<file path="src/design/capture_pkg.sv">
package capture_pkg;

  localparam int NUM_LANES = 2;  // DDR byte lanes

  typedef logic [7:0]           byte_t;      // One lane of DQ
  typedef logic [15:0]          word_t;      // Falling byte above rising byte
  typedef logic [31:0]          bus_t;       // Interleaved read word
  typedef logic [2:0]           tap_t;       // Strobe delay in clocks
  typedef logic [NUM_LANES-1:0] lane_en_t;   // One enable per lane
  typedef logic [1:0]           cfg_addr_t;  // Config register address

  // Register map
  localparam cfg_addr_t CFG_CTRL = 2'd0;
  localparam cfg_addr_t CFG_TAP  = 2'd1;

  // Control register layout
  //   bit 0    sample enable
  //   bits 2:1 lane enables
  // Sampling starts off with both lanes armed
  localparam logic [2:0] CTRL_RESET = 3'b110;

endpackage

</file>
<file path="src/design/capture_cfg_regs.sv">
`timescale 1ns/1ps

module capture_cfg_regs (
  input  logic                   dly_dqs_proc,
  input  logic                   hresetn,
  input  logic                   cfg_wr,
  input  capture_pkg::cfg_addr_t cfg_addr,
  input  capture_pkg::byte_t     cfg_wdata,
  output logic                   sample_en,
  output capture_pkg::lane_en_t  lane_en,
  output capture_pkg::tap_t      dqs_tap
);

  logic [2:0]        ctrl_q;  // Lane enables and sample enable
  capture_pkg::tap_t tap_q;
  logic              wr_ctrl;
  logic              wr_tap;

  assign wr_ctrl = cfg_wr && (cfg_addr == capture_pkg::CFG_CTRL);
  assign wr_tap  = cfg_wr && (cfg_addr == capture_pkg::CFG_TAP);

  always_ff @(posedge dly_dqs_proc or negedge hresetn)
  begin
    if (!hresetn)
    begin
      ctrl_q <= capture_pkg::CTRL_RESET;
      tap_q  <= '0;
    end
    else
    begin
      if (wr_ctrl)
        ctrl_q <= cfg_wdata[2:0];
      if (wr_tap)
        tap_q <= cfg_wdata[2:0];  // Upper bits of the byte are don't care
    end
  end

  assign sample_en = ctrl_q[0];
  assign lane_en   = ctrl_q[2:1];
  assign dqs_tap   = tap_q;

endmodule

</file>
<file path="src/design/dqs_lane_capture.sv">
`timescale 1ns/1ps

// NUM_TAPS must be at least 2
module dqs_lane_capture #(
  parameter int NUM_TAPS = 8
) (
  input  logic               dly_dqs_proc,
  input  logic               hresetn,
  input  logic               dqs,
  input  capture_pkg::byte_t dq,
  input  logic               rd_dqs_mask,
  input  logic               sample_en,
  input  logic               lane_en,
  input  capture_pkg::tap_t  dqs_tap,
  output capture_pkg::word_t word,
  output logic               word_strobe
);

  localparam int SEL_W = $clog2(NUM_TAPS);

  logic               dqs_gated;
  logic [NUM_TAPS-1:0] dqs_line;  // Stage 0 is the registered strobe
  logic [SEL_W-1:0]   tap_sel;
  logic               dqs_dly;
  logic               dqs_dly_q;
  logic               cap_en;
  logic               edge_rise;
  logic               edge_fall;
  capture_pkg::byte_t dq_q;
  capture_pkg::byte_t low_byte;

  // Strobe only counts inside the read window
  assign dqs_gated = dqs & rd_dqs_mask;

  always_ff @(posedge dly_dqs_proc or negedge hresetn)
  begin
    if (!hresetn)
      dqs_line <= '0;
    else
      dqs_line <= {dqs_line[NUM_TAPS-2:0], dqs_gated};
  end

  // DQ sits one register behind the pins, like stage 0 of the strobe
  always_ff @(posedge dly_dqs_proc)
  begin
    dq_q <= dq;
  end

  // Taps past the end of the line clamp to the last stage
  always_comb
  begin
    if (int'(dqs_tap) >= NUM_TAPS - 1)
      tap_sel = SEL_W'(NUM_TAPS - 1);
    else
      tap_sel = SEL_W'(dqs_tap);
  end

  assign dqs_dly = dqs_line[tap_sel];

  always_ff @(posedge dly_dqs_proc or negedge hresetn)
  begin
    if (!hresetn)
      dqs_dly_q <= 1'b0;
    else
      dqs_dly_q <= dqs_dly;  // Tracks even while disabled
  end

  assign cap_en    = sample_en & lane_en;
  assign edge_rise = cap_en & dqs_dly & ~dqs_dly_q;
  assign edge_fall = cap_en & ~dqs_dly & dqs_dly_q;

  always_ff @(posedge dly_dqs_proc)
  begin
    if (edge_rise)
      low_byte <= dq_q;
    if (edge_fall)
      word <= {dq_q, low_byte};  // Falling byte goes on top
  end

  always_ff @(posedge dly_dqs_proc or negedge hresetn)
  begin
    if (!hresetn)
      word_strobe <= 1'b0;
    else
      word_strobe <= edge_fall;  // One pulse per completed word
  end

endmodule

</file>
<file path="src/design/read_word_bank.sv">
`timescale 1ns/1ps

module read_word_bank #(
  parameter int BANK_DEPTH = 3
) (
  input  logic               dly_dqs_proc,
  input  logic               hresetn,
  input  capture_pkg::word_t word0,
  input  logic               word_strobe0,
  input  capture_pkg::word_t word1,
  input  logic               word_strobe1,
  input  logic               rd_start,
  input  logic               rd_pop,
  input  logic               rd_end,
  output capture_pkg::bus_t  rd_data
);

  localparam int PTR_W = (BANK_DEPTH > 1) ? $clog2(BANK_DEPTH) : 1;
  localparam logic [PTR_W-1:0] LAST = PTR_W'(BANK_DEPTH - 1);

  capture_pkg::word_t lane_word   [2];
  logic               lane_strobe [2];
  capture_pkg::word_t lane_out    [2];
  logic [PTR_W-1:0]   ring_ptr    [2];
  logic [PTR_W-1:0]   sel;

  assign lane_word[0]   = word0;
  assign lane_word[1]   = word1;
  assign lane_strobe[0] = word_strobe0;
  assign lane_strobe[1] = word_strobe1;

  for (genvar g = 0; g < 2; g++)
  begin : g_lane
    capture_pkg::word_t entry [BANK_DEPTH];

    // Write ring, rd_start pins it to slot 0
    always_ff @(posedge dly_dqs_proc or negedge hresetn)
    begin
      if (!hresetn)
        ring_ptr[g] <= '0;
      else if (rd_start)
        ring_ptr[g] <= '0;
      else if (lane_strobe[g])
        ring_ptr[g] <= (ring_ptr[g] == LAST) ? '0 : ring_ptr[g] + 1'b1;
    end

    // Unread entries are overwritten without notice
    always_ff @(posedge dly_dqs_proc or negedge hresetn)
    begin
      if (!hresetn)
      begin
        for (int i = 0; i < BANK_DEPTH; i++)
          entry[i] <= '0;
      end
      else if (lane_strobe[g])
      begin
        if (rd_start)
          entry[0] <= lane_word[g];
        else
          entry[ring_ptr[g]] <= lane_word[g];
      end
    end

    assign lane_out[g] = entry[sel];
  end

  // Shared read select
  always_ff @(posedge dly_dqs_proc or negedge hresetn)
  begin
    if (!hresetn)
      sel <= '0;
    else if (rd_end)
      sel <= '0;  // Wins over a pop in the same cycle
    else if (rd_pop)
      sel <= (sel == LAST) ? '0 : sel + 1'b1;
  end

  // High bytes in the upper half, lane 1 above lane 0 in each half
  assign rd_data = {lane_out[1][15:8], lane_out[0][15:8],
                    lane_out[1][7:0],  lane_out[0][7:0]};

endmodule

</file>
<file path="src/design/read_capture_top.sv">
`timescale 1ns/1ps

module read_capture_top #(
  parameter int NUM_TAPS   = 8,
  parameter int BANK_DEPTH = 3
) (
  input  logic                                dly_dqs_proc,
  input  logic                                hresetn,
  input  logic                                cfg_wr,
  input  capture_pkg::cfg_addr_t              cfg_addr,
  input  capture_pkg::byte_t                  cfg_wdata,
  input  logic [capture_pkg::NUM_LANES-1:0]   dqs,
  input  capture_pkg::word_t                  dq,  // Lane 0 in the low byte
  input  logic                                rd_dqs_mask,
  input  logic                                rd_start,
  input  logic                                rd_pop,
  input  logic                                rd_end,
  output capture_pkg::bus_t                   rd_data
);

  logic                  sample_en;
  capture_pkg::lane_en_t lane_en;
  capture_pkg::tap_t     dqs_tap;
  capture_pkg::word_t    lane_word   [capture_pkg::NUM_LANES];
  logic                  lane_strobe [capture_pkg::NUM_LANES];

  capture_cfg_regs i_cfg (
    .dly_dqs_proc (dly_dqs_proc),
    .hresetn      (hresetn),
    .cfg_wr       (cfg_wr),
    .cfg_addr     (cfg_addr),
    .cfg_wdata    (cfg_wdata),
    .sample_en    (sample_en),
    .lane_en      (lane_en),
    .dqs_tap      (dqs_tap)
  );

  for (genvar g = 0; g < capture_pkg::NUM_LANES; g++)
  begin : g_lane
    dqs_lane_capture #(
      .NUM_TAPS (NUM_TAPS)
    ) i_lane (
      .dly_dqs_proc (dly_dqs_proc),
      .hresetn      (hresetn),
      .dqs          (dqs[g]),
      .dq           (dq[8*g +: 8]),
      .rd_dqs_mask  (rd_dqs_mask),  // One mask shared by both lanes
      .sample_en    (sample_en),
      .lane_en      (lane_en[g]),
      .dqs_tap      (dqs_tap),
      .word         (lane_word[g]),
      .word_strobe  (lane_strobe[g])
    );
  end

  read_word_bank #(
    .BANK_DEPTH (BANK_DEPTH)
  ) i_bank (
    .dly_dqs_proc (dly_dqs_proc),
    .hresetn      (hresetn),
    .word0        (lane_word[0]),
    .word_strobe0 (lane_strobe[0]),
    .word1        (lane_word[1]),
    .word_strobe1 (lane_strobe[1]),
    .rd_start     (rd_start),
    .rd_pop       (rd_pop),
    .rd_end       (rd_end),
    .rd_data      (rd_data)
  );

endmodule

</file>
<file path="config.mk">
export PLATFORM = sky130hd
export DESIGN_NAME = read_capture_top
export DESIGN_NICKNAME = d
export VERILOG_FILES = /design/src/design/capture_pkg.sv /design/src/design/capture_cfg_regs.sv /design/src/design/dqs_lane_capture.sv /design/src/design/read_word_bank.sv /design/src/design/read_capture_top.sv
export SDC_FILE = /design/constraint.sdc
export NUM_CORES = 1
export LEC_CHECK = 0
export BUFFER_PORTS_ARGS = -buffer_cell sky130_fd_sc_hd__buf_2
export CAP_MARGIN = 20
export CELL_PAD_IN_SITES_DETAIL_PLACEMENT = 1
export CELL_PAD_IN_SITES_GLOBAL_PLACEMENT = 2
export CORE_MARGIN = 2
export CORE_UTILIZATION = 39
export DETAILED_ROUTE_END_ITERATION = 8
export GPL_TIMING_DRIVEN = 0
export PLACE_DENSITY_LB_ADDON = 0.1
export SLEW_MARGIN = 25
export SYNTH_ARGS = -nofsm -noshare
export SYNTH_HDL_FRONTEND = slang
export SYNTH_SLANG_ARGS = --single-unit
</file>
<file path="constraint.sdc">
create_clock -name dly_dqs_proc -period 2.22 [get_ports dly_dqs_proc]
set_input_delay 0.111 -clock dly_dqs_proc [delete_from_list [all_inputs] [get_ports dly_dqs_proc]]
set_output_delay 0.111 -clock dly_dqs_proc [all_outputs]
set_load 0.02 [all_outputs]
</file>
Word-level counts from Yosys, hierarchy flattened --
Cells that the tools add are included.
Word-level totals: bits in registers 192, input bits 35, output and inout bits 32, word-level logic and storage cells 95
Operators by class: add/sub/neg operators 3, magnitude comparators 7, eq/ne operators 4, muxes and demuxes 28, bitwise logic cells 20, reduce and logical (&&, ||, !) cells 10
Operators by type and width (number):
- $mux W16 | 8
- $bwmux W48 | 2
- $bmux W16 S2 | 2
- $demux W16 S2 | 2
- $mux W2 | 9
- $and A1 B1 Y1 | 12
- $ge A3 B3 Y1 const B | 4
- $not A2 Y3 | 3
- $add A2 B1 Y2 const B | 3
- $bmux W1 S3 | 2
- $eq A2 B2 Y1 const B | 3
- $lt A3 B1 Y1 const B | 2
- $reduce_bool A2 Y1 | 3
- $not A1 Y1 | 5
- $logic_and A1 B1 Y1 | 4
- $lt A3 B4 Y1 const B | 1
- $reduce_and A2 Y1 | 2
- $mux W3 | 1
- $eq A2 B1 Y1 const B | 1
- $logic_not A2 Y1 | 1
- $mux W1 | 2

Logic depth before layout (Yosys ltp) --
Gate-level depths: netlist of the first run.
depth after elaboration 7, mapped depth 6, mapped depth without buffers 3

By module --
A second synthesis of the first run with hierarchy kept.
Second synthesis, totals: cells, all modules 459, area, all modules 7428.4 µm²
Modules (own cells, without submodules):
- read_word_bank | times used 1, cells each 339, area each 4735.8 µm², sequential area each 2552.4 µm²
- dqs_lane_capture | times used 2, cells each 53, area each 1226.2 µm², sequential area each 1131.1 µm²
- capture_cfg_regs | times used 1, cells each 14, area each 240.2 µm², sequential area each 152.6 µm²

Least setup slack after synthesis of the first run --
OpenSTA, ideal clock, no wires.
kind reg-to-reg, start point reg i_cfg.tap_q[0], in the netlist i_cfg.dqs_tap[0], end point reg g_lane[0].i_lane.low_byte[0] (enable), setup time 0.383 ns, arrival 1.729 ns, data required time 1.837 ns, slack 0.107 ns, stages on the path, launching flop included 5, buffers on the path 1, period minus slack after synthesis 2.113 ns, cell sequence dfrtp_1 > buf_6 > mux2i_1 > mux4_2 > nor3_1
Between the ends: cells in the longest elaborated chain, start to end 6
RTL lines:
- from (decl) | RTL line capture_cfg_regs.sv:15 | capture_pkg::tap_t tap_q;
- from (signal assigned) | RTL line capture_cfg_regs.sv:34 | tap_q <= cfg_wdata[2:0];
- $ge A3 B3 Y1 | RTL line dqs_lane_capture.sv:52 | if (int'(dqs_tap) >= NUM_TAPS - 1)
- $mux W3 * | RTL line dqs_lane_capture.sv:52
- $bmux W1 S3 * | RTL line dqs_lane_capture.sv:58 | assign dqs_dly = dqs_line[tap_sel];
- $mux W1 (not written as such) * | RTL line dqs_lane_capture.sv:58
- $and A1 B1 Y1 * (2 in series) | RTL line dqs_lane_capture.sv:69 | assign edge_rise = cap_en & dqs_dly & ~dqs_dly_q;
- via g_lane[0].i_lane.edge_rise | RTL line dqs_lane_capture.sv:27 | logic edge_rise;
- to (signal assigned) | RTL line dqs_lane_capture.sv:75 | low_byte <= dq_q;
- to (decl) | RTL line dqs_lane_capture.sv:30 | capture_pkg::byte_t low_byte;
The timed path passes the listed nets; every way through them passes the cells marked *. The select of a mux whose other input is x is not followed. A chain may end at the register's enable or synchronous reset.

Final worst setup path of the first run --
start point reg i_bank.sel[1], end point out rd_data[12]
Between the ends: cells in the longest elaborated chain, start to end 4
RTL lines:
- from (decl) | RTL line read_word_bank.sv:25 | logic [PTR_W-1:0] sel;
- from (signal assigned) | RTL line read_word_bank.sv:75 | sel <= (sel == LAST) ? '0 : sel + 1'b1;
- $not A2 Y3 (not written as such) | RTL line read_word_bank.sv:64 | assign lane_out[g] = entry[sel];
- $bmux W16 S2 | RTL line read_word_bank.sv:64
- $mux W16 (not written as such) (2 in series) | RTL line read_word_bank.sv:64
- to (decl) | RTL line read_capture_top.sv:18 | output capture_pkg::bus_t rd_data
Every way passes these cells. The select of a mux whose other input is x is not followed.

==> metrics, run 1 <==
Synth Area in Simple Gates 0.0434; fmax 480 MHz; Reg-to-Reg End g_lane[0].i_lane.low_byte[2]$_DFFE_PP_; top cells by area, synth dfrtp_1 43%, edfxtp_1 20%, mux2_2 10%, mux2_1 6.4%, mux2i_1 5.5%; Clk pwr share 0.366; first-pass GRT wire length 24,900 um; vias per cell 4.97; Clock Latency Late Sink 0.42 ns; largest net degree at the start of global routing 84; total power 9480 uW; CP required 2.11 ns; Iteration-0 DRC Markers 176; Synth cell types 33; crit-path max FO 10; RSZ-0062 raised after global routing false; Initial Utilization 0.401; clock transition at the registers of the reported paths 0.07 ns; synth warn 0; dpl hpwl 9920 um; sequential element share of the synthesized area 0.684; vias in the first global route 4,611; P_sw 2490 uW; status finished clean; Hold Crit Start cfg_addr[1]; fillcell total 1,759; IO Count 67; Synth Area in Adders 0; WL per Instance 18.7 um; Layout area overhead 22.6%; Critical Path Source Type flop; number of max-cap violations 0; initial antenna violation count 0; reg-to-reg slack, setup 0.19 ns; mux share of post-synthesis cell area 0.223; Final Hold Fails 0; CP Capture Type output port; pre-CTS setup slack -0.324 ns; share of layout cells above drive strength 1 0.321; total DRC errors in the routed layout 0; classification of the worst-slack hold path input port to flop; power share of the sequential group 0.461; Internal Pwr Total 6990 uW; DRT Pass-1 Iters 4; CTS H-tree depth 4; CTS Sinks 192; setup_tns 0 ns; Layout Nets 610; cells after synthesis 464; FF-to-FF path depth 5; Slew @ Worst Pin 0.776 ns; cell row count 49; combinational share of power 0.173; remaining global-route overflow 0; net switching fraction of the power 0.262; Arr. time, crit path 1.97 ns; Overall Global Routing Usage 0.166; hold depth 3; DRT Wirelength 15,300 um; post-synth top area share 0.434; post-layout min period 2.08 ns; reg-to-reg startpoint i_cfg.dqs_tap[0]$_DFFE_PN0P_; CTS tree done; worst vdd ir 0.579 mV; ant diodes 0; Synth Area in XOR/XNOR 0; GPL Wtd Cong 0.665; Placed Instances 756; Final Max Slew Viols 0; Slew HR 0.481; routed via count 4,061; worst hold slack 0.105 ns; clk_skew 0.00730 ns; post-synthesis register bit count 192; antenna-violating nets left 0; final setup fails 0; CTS Buffer Depth 2; Hold Path End i_cfg.ctrl_q[2]$_DFFE_PN1P_; final non-filler cell total 817; final cycle utilization of the critical path 0.938; Die H 140 um; synthesized area 7260 um2; Die Span X 140 um; final worst setup slack 0.138 ns; Compound-Gate Fraction of Synth Area 0.0286; Leak 0.00395 uW; Root Driver clkbuf_16; Port-buffer cells 60; Die ar. 19,700 um2; Mapped Nets 499; leading area contributor after synthesis dfrtp_1; syn_area_per_cell 15.6 um2; Inserted Clock Buffers 17; core area 18,100 um2; Pwr Density 1060 nW/um2; Worst Setup Path Type flop to output port; main combinational cell family by area after synthesis multiplexers
==> per-layer routing <==
metal  share of wire  wire length, um  global-route usage  vias to the layer above
met5               0                0                   0                        -
met4          0.0097              148              0.0489                        0
met3           0.025              388              0.0349                       11
met2            0.51             7850               0.289                       56
met1            0.45             6870               0.210                     2122
li1                -                -                   -                     1872
==> power by group through the flow <==
stage               clock, uW  combinational, uW  sequential (uW)
floorplan                   0               1100             4350
global placement            0               1560             4410
detailed placement          0               1620             4440
CTS                      3570               1680             4370
global route             3720               1790             4430
finish                   3470               1640             4370
==> registers in the layout, summed over array words and instances, names as in the netlist <==
| signal | flops |
|---|---|
| i_cfg.ctrl_q | 3 |
| g_lane.i_lane.dq_q | 16 |
| i_bank.g_lane.entry | 96 |
| i_bank.sel | 2 |
| g_lane.i_lane.dqs_line | 16 |
| g_lane.i_lane.low_byte | 16 |
| i_cfg.dqs_tap | 3 |
| i_bank.ring_ptr | 4 |
| g_lane.i_lane.word_strobe | 2 |
| g_lane.i_lane.dqs_dly_q | 2 |
| g_lane.i_lane.word | 32 |
==> layout make-up <==
type | count | area, um2 | share of cell area
sequential | 192 | 4970 | 0.558
clock buffer | 18 | 429 | 0.0482
timing repair buffer | 92 | 651 | 0.0731
inverter | 1 | 3.75 | 0.000422
multi-input combinational | 248 | 2150 | 0.242
tap | 229 | 287 | 0.0322
buffer | 23 | 165 | 0.0186
clock inverter | 14 | 245 | 0.0275
==> worst max-delay path, cell delays in order, from the launching register on <==
cell and delay [ns]:
dfrtp_1 0.36, buf_2 0.19, nor2b_1 0.12, buf_2 0.20, buf_4 0.22, nand2_1 0.07, o21ai_0 0.15, buf_2 0.24
==> logic make-up after synthesis <==
| logic type | count (synthesis) |
|---|---|
| AO/OA/AOI/OAI | 38 |
| flip-flops | 192 |
| buffers and inverters | 24 |
| multiplexers | 147 |
| AND/OR/NAND/NOR | 63 |
==> placed cells by master, fill, tap and decap left out, types with 2 or more instances in the layout <==
cell type and n:
clkbuf_1 4, mux2i_1 40, buf_6 5, o21ai_2 2
mux2_2 65, dfstp_2 2, buf_2 66, buf_4 9
o21ai_0 26, mux2_1 41, dfxtp_1 16, inv_6 7
nor3b_1 2, nor2b_1 2, o21ai_1 6, nor2_1 8
edfxtp_1 48, bufinv_16 6, nand2b_1 2, and4bb_1 3
dlygate4sd3_1 28, and2_1 2, clkbuf_16 17, nand3b_1 3
dfrtp_1 125, nand2_1 35
==> worst max path at each step <==
stage | start | endpoint | slack [ns] | cells after the start
6_report | i_bank.sel[1]$_DFFE_PN0P_ | rd_data[12] | 0.14 | 7
5_1_grt | i_bank.sel[1]$_DFFE_PN0P_ | rd_data[12] | 0.001 | 7
4_1_cts | i_bank.sel[1]$_DFFE_PN0P_ | rd_data[9] | 0.02 | 7
3_5_place_dp | i_cfg.dqs_tap[0]$_DFFE_PN0P_ | g_lane[1].i_lane.word[7]$_DFFE_PP_ | -0.32 | 4
3_3_place_gp | hresetn | g_lane[0].i_lane.dqs_line[3]$_DFF_PN0_ | -0.69 | 1
2_1_floorplan | i_cfg.dqs_tap[0]$_DFFE_PN0P_ | g_lane[0].i_lane.low_byte[0]$_DFFE_PP_ | 0.11 | 4
==> metrics by stage <==
stage | utilization | instance area [um2]
after global placement | 0.434 | 7850
after global routing | 0.492 | 8900
after detailed placement | 0.437 | 7910
final | 0.492 | 8900
after floorplan | - | 7260
after CTS | 0.492 | 8900
==> cell usage after synthesis (all sizes together) <==
library cell and instances:
and4 1, nor3b 2, a2111oi 1, nand2b 2, dfstp 2, nor4bb 1
nor3 2, buf 17, and4bb 3, and2 2, o22ai 1, nor2 8
nand2 35, o31a 1, and3 1, nand3b 3, mux4 1, mux2 106
edfxtp 48, dfxtp 16, dfrtp 126, o21ai 34, nor2b 2, clkbuf 6
a21oi 1, inv 1, mux2i 40, nor4 1
==> repair_timing <==
item	4_1_cts	5_1_grt
resized for setup	9	5
setup buffers	1	0
setup endpoints to repair	63	7
pin swaps	1	0
endpoints found under the hold margin	75	0
hold buffers	28	0
Power figures use the tool's default switching activity.
==> run 2, diff against run 1 <==
--- a/config.mk
+++ b/config.mk
@@ -10,7 +10,7 @@
 export CELL_PAD_IN_SITES_DETAIL_PLACEMENT = 1
 export CELL_PAD_IN_SITES_GLOBAL_PLACEMENT = 2
 export CORE_MARGIN = 2
-export CORE_UTILIZATION = 39
+export CORE_UTILIZATION = 43
 export DETAILED_ROUTE_END_ITERATION = 8
 export GPL_TIMING_DRIVEN = 0
 export PLACE_DENSITY_LB_ADDON = 0.1
==> constraint.sdc (replaced) <==
create_clock -name dly_dqs_proc -period 2.19 [get_ports dly_dqs_proc]
set_input_delay 0.1095 -clock dly_dqs_proc [delete_from_list [all_inputs] [get_ports dly_dqs_proc]]
set_output_delay 0.1095 -clock dly_dqs_proc [all_outputs]
set_load 0.02 [all_outputs]
==> run 2 against run 1 <==
Critical path depth is 2 lower. Worst hold slack worse by 0.014 ns. Total power is 4.5% lower. Final cell count is 1.1% lower. Sequential share of layout area is 0.74 points higher. Global-route usage is 1.4 points higher. Core utilization is 3.9 points higher. Non-clock buffer count stayed put. Clock power is 15% lower. Routed wire length is 2.8% lower. Largest cell class unchanged.
==> metrics, run 2 (same netlist as run 1, synthesis figures left out) <==
status finished clean; vias per cell 5.04 (+1.4%); DRT Wirelength 14,800 um (-2.8%); CP Capture Type flop; Final Hold Fails 0 (unchanged); CP max stage delay 0.52 ns (+0.16 ns); CP Launch Point i_cfg.dqs_tap[0]$_DFFE_PN0P_; combinational share of power 0.184 (+0.011); ant diodes 0 (unchanged); Reg-to-Reg End g_lane[0].i_lane.low_byte[4]$_DFFE_PP_; P_sw 2540 uW (+2.0%); DRT Pass-1 Iters 4 (unchanged); Layout Nets 610 (unchanged); FF-to-FF path depth 5 (unchanged); Overall Global Routing Usage 0.180 (+0.0136); final setup fails 0 (unchanged); Hold Crit Start cfg_addr[1]; Util after Layout 0.532 (+0.0395); first-pass GRT wire length 24,200 um (-3.1%); Layout area overhead 21.0%; cell row count 47 (-4.1%); Initial Utilization 0.439 (+0.0379); classification of the worst-slack hold path input port to flop; Inserted Clock Buffers 17 (unchanged); Die Span X 134 um (-4.6%); most frequent cells in the layout 125 x dfrtp_1, 65 x buf_2, 65 x mux2_2, 48 x edfxtp_1, 41 x mux2_1; vias in the first global route 4,524 (-1.9%); power share of the sequential group 0.490 (+0.029); clock transition at the registers of the reported paths 0.07 ns (about the same); Cell Chain, Critical Path buf_6 -> mux2i_1 -> mux4_2 -> nor3_2 -> buf_4; worst vdd ir 0.633 mV (+9.3%); Internal Pwr Total 6510 uW (-6.9%); GPL Wtd Cong 0.706 (+6.2%); biggest regs i_bank.g_lane.entry (96), g_lane.i_lane.word (32); pre-CTS setup slack -0.362 ns (-0.0377 ns); share of layout cells above drive strength 1 0.323 (+0.00170); core area 16,500 um2 (-8.6%); total DRC errors in the routed layout 0 (unchanged); design area 8790 um2 (-1.3%); Worst setup endpoint g_lane[0].i_lane.low_byte[4]$_DFFE_PP_; Arr. time, crit path 2.17 ns (+0.20 ns); antenna-violating nets left 0 (unchanged); post-layout min period 2.04 ns; reg-to-reg startpoint i_cfg.dqs_tap[0]$_DFFE_PN0P_; Pwr Density 1030 nW/um2 (-3.3%); final cycle utilization of the critical path 0.932; Die ar. 17,900 um2 (-9.0%); most common cell after layout, fill and taps aside dfrtp_1; WL per Instance 18.4 um (-1.7%); dpl cell area 7900 um2 (-0.14%); Root Driver clkbuf_16; crit-path max FO 10 (unchanged); reg-to-reg slack, setup 0.15 ns (-0.04 ns); CP required 2.32 ns (+0.21 ns); Clk pwr share 0.326 (-0.040); initial antenna violation count 0 (unchanged); Slew @ Worst Pin 0.696 ns (-0.0801 ns); clk_skew 0.0137 ns (+0.00641 ns); Slew HR 0.535 (+0.0536); fmax 490 MHz; dpl hpwl 9700 um (-2.2%); CTS Sinks 192 (unchanged); Final Max Slew Viols 0 (unchanged); net switching fraction of the power 0.280 (+0.0180); CTS Buffer Depth 2 (unchanged); setup_tns 0 ns (unchanged); Critical Path Source Type flop; CTS tree done; number of max-cap violations 0 (unchanged); Iteration-0 DRC Markers 111 (-37%); CP max stage cell mux4_2; Port-buffer cells 60 (unchanged); Clock Latency Late Sink 0.43 ns (about the same); remaining global-route overflow 0 (unchanged); IO Count 67 (unchanged); Die H 134 um (-4.6%); CTS H-tree depth 4 (unchanged); final worst setup slack 0.148 ns (+0.0103 ns); Worst Setup Path Type flop to flop; largest net degree at the start of global routing 93 (+11%); routed via count 4,073 (+0.30%); max reg flops 96 (unchanged); Most flops, register i_bank.g_lane.entry; Leak 0.00390 uW (-1.3%)
==> run 2: cell count changes in the layout (fill, tap and decap cells not counted), sizes merged <==
cell and delta:
clkinvlp +1, buf -2, clkbuf +2, bufinv -5, clkinv +5, inv -1
==> run 2: how the worst min path moves through the flow <==
| stage | endpoint | depth (start not counted) |
|---|---|---|
| floorplan | g_lane[0].i_lane.dqs_dly_q$_DFF_PN0_ | 0 |
| global placement | g_lane[0].i_lane.dq_q[6]$_DFF_P_ | 1 |
| detailed placement | i_bank.g_lane[0].entry[33]$_DFFE_PN0P_ | 1 |
| CTS | i_cfg.ctrl_q[1]$_DFFE_PN1P_ | 3 |
| global route | i_cfg.ctrl_q[1]$_DFFE_PN1P_ | 3 |
| finish | i_cfg.ctrl_q[1]$_DFFE_PN1P_ | 3 |
==> run 2: what timing repair did <==
action	CTS	global route
hold endpoints to repair	156	0
pin swaps	1	0
buffers inserted	1	0
hold buffers	28	0
resized for setup	11	4
gates cloned	0	0
setup endpoints to repair	63	11
==> run 2: layout make-up <==
cell class / instances / area (um2)
plain buffers: 23 / 174
clock buffers: 18 / 429
clock inverters: 14 / 131
fillers: 1632 / 7740
inverters: 1 / 3.75
multi-input cells: 248 / 2150
flip-flops and latches: 192 / 4970
well taps: 220 / 275
repair buffers: 92 / 651
==> run 2: layer usage <==
metal  share of wire  global-route usage  wire length, um
met1            0.45               0.229             6690
met2            0.50               0.304             7470
met3           0.031              0.0427              459
met4           0.014              0.0585              207
met5               0                   0                0
==> run 2: stage by stage <==
stage	power (uW)	instances	hold WS [ns]
detailed placement	6150	747	0.0100
global placement	6040	744	0.211
finish	9050	808	0.0909
floorplan	5520	464	-0.186
global route	9500	808	0.0907
CTS	9180	808	0.0784
==> run 2: critical path, delay by kind of cell (launching register included) <==
| kind | cells | cell delay, ns |
|---|---|---|
| buf+inv | 2 | 0.40 |
| simple gates | 1 | 0.31 |
| flops | 1 | 0.38 |
| mux | 2 | 0.65 |
==> run 2: power by group through the flow <==
stage	combinational, uW	sequential (uW)	clock, uW
detailed placement	1640	4510	0
finish	1670	4430	2950
floorplan	1110	4410	0
global route	1830	4490	3180
CTS	1710	4430	3040
global placement	1570	4470	0
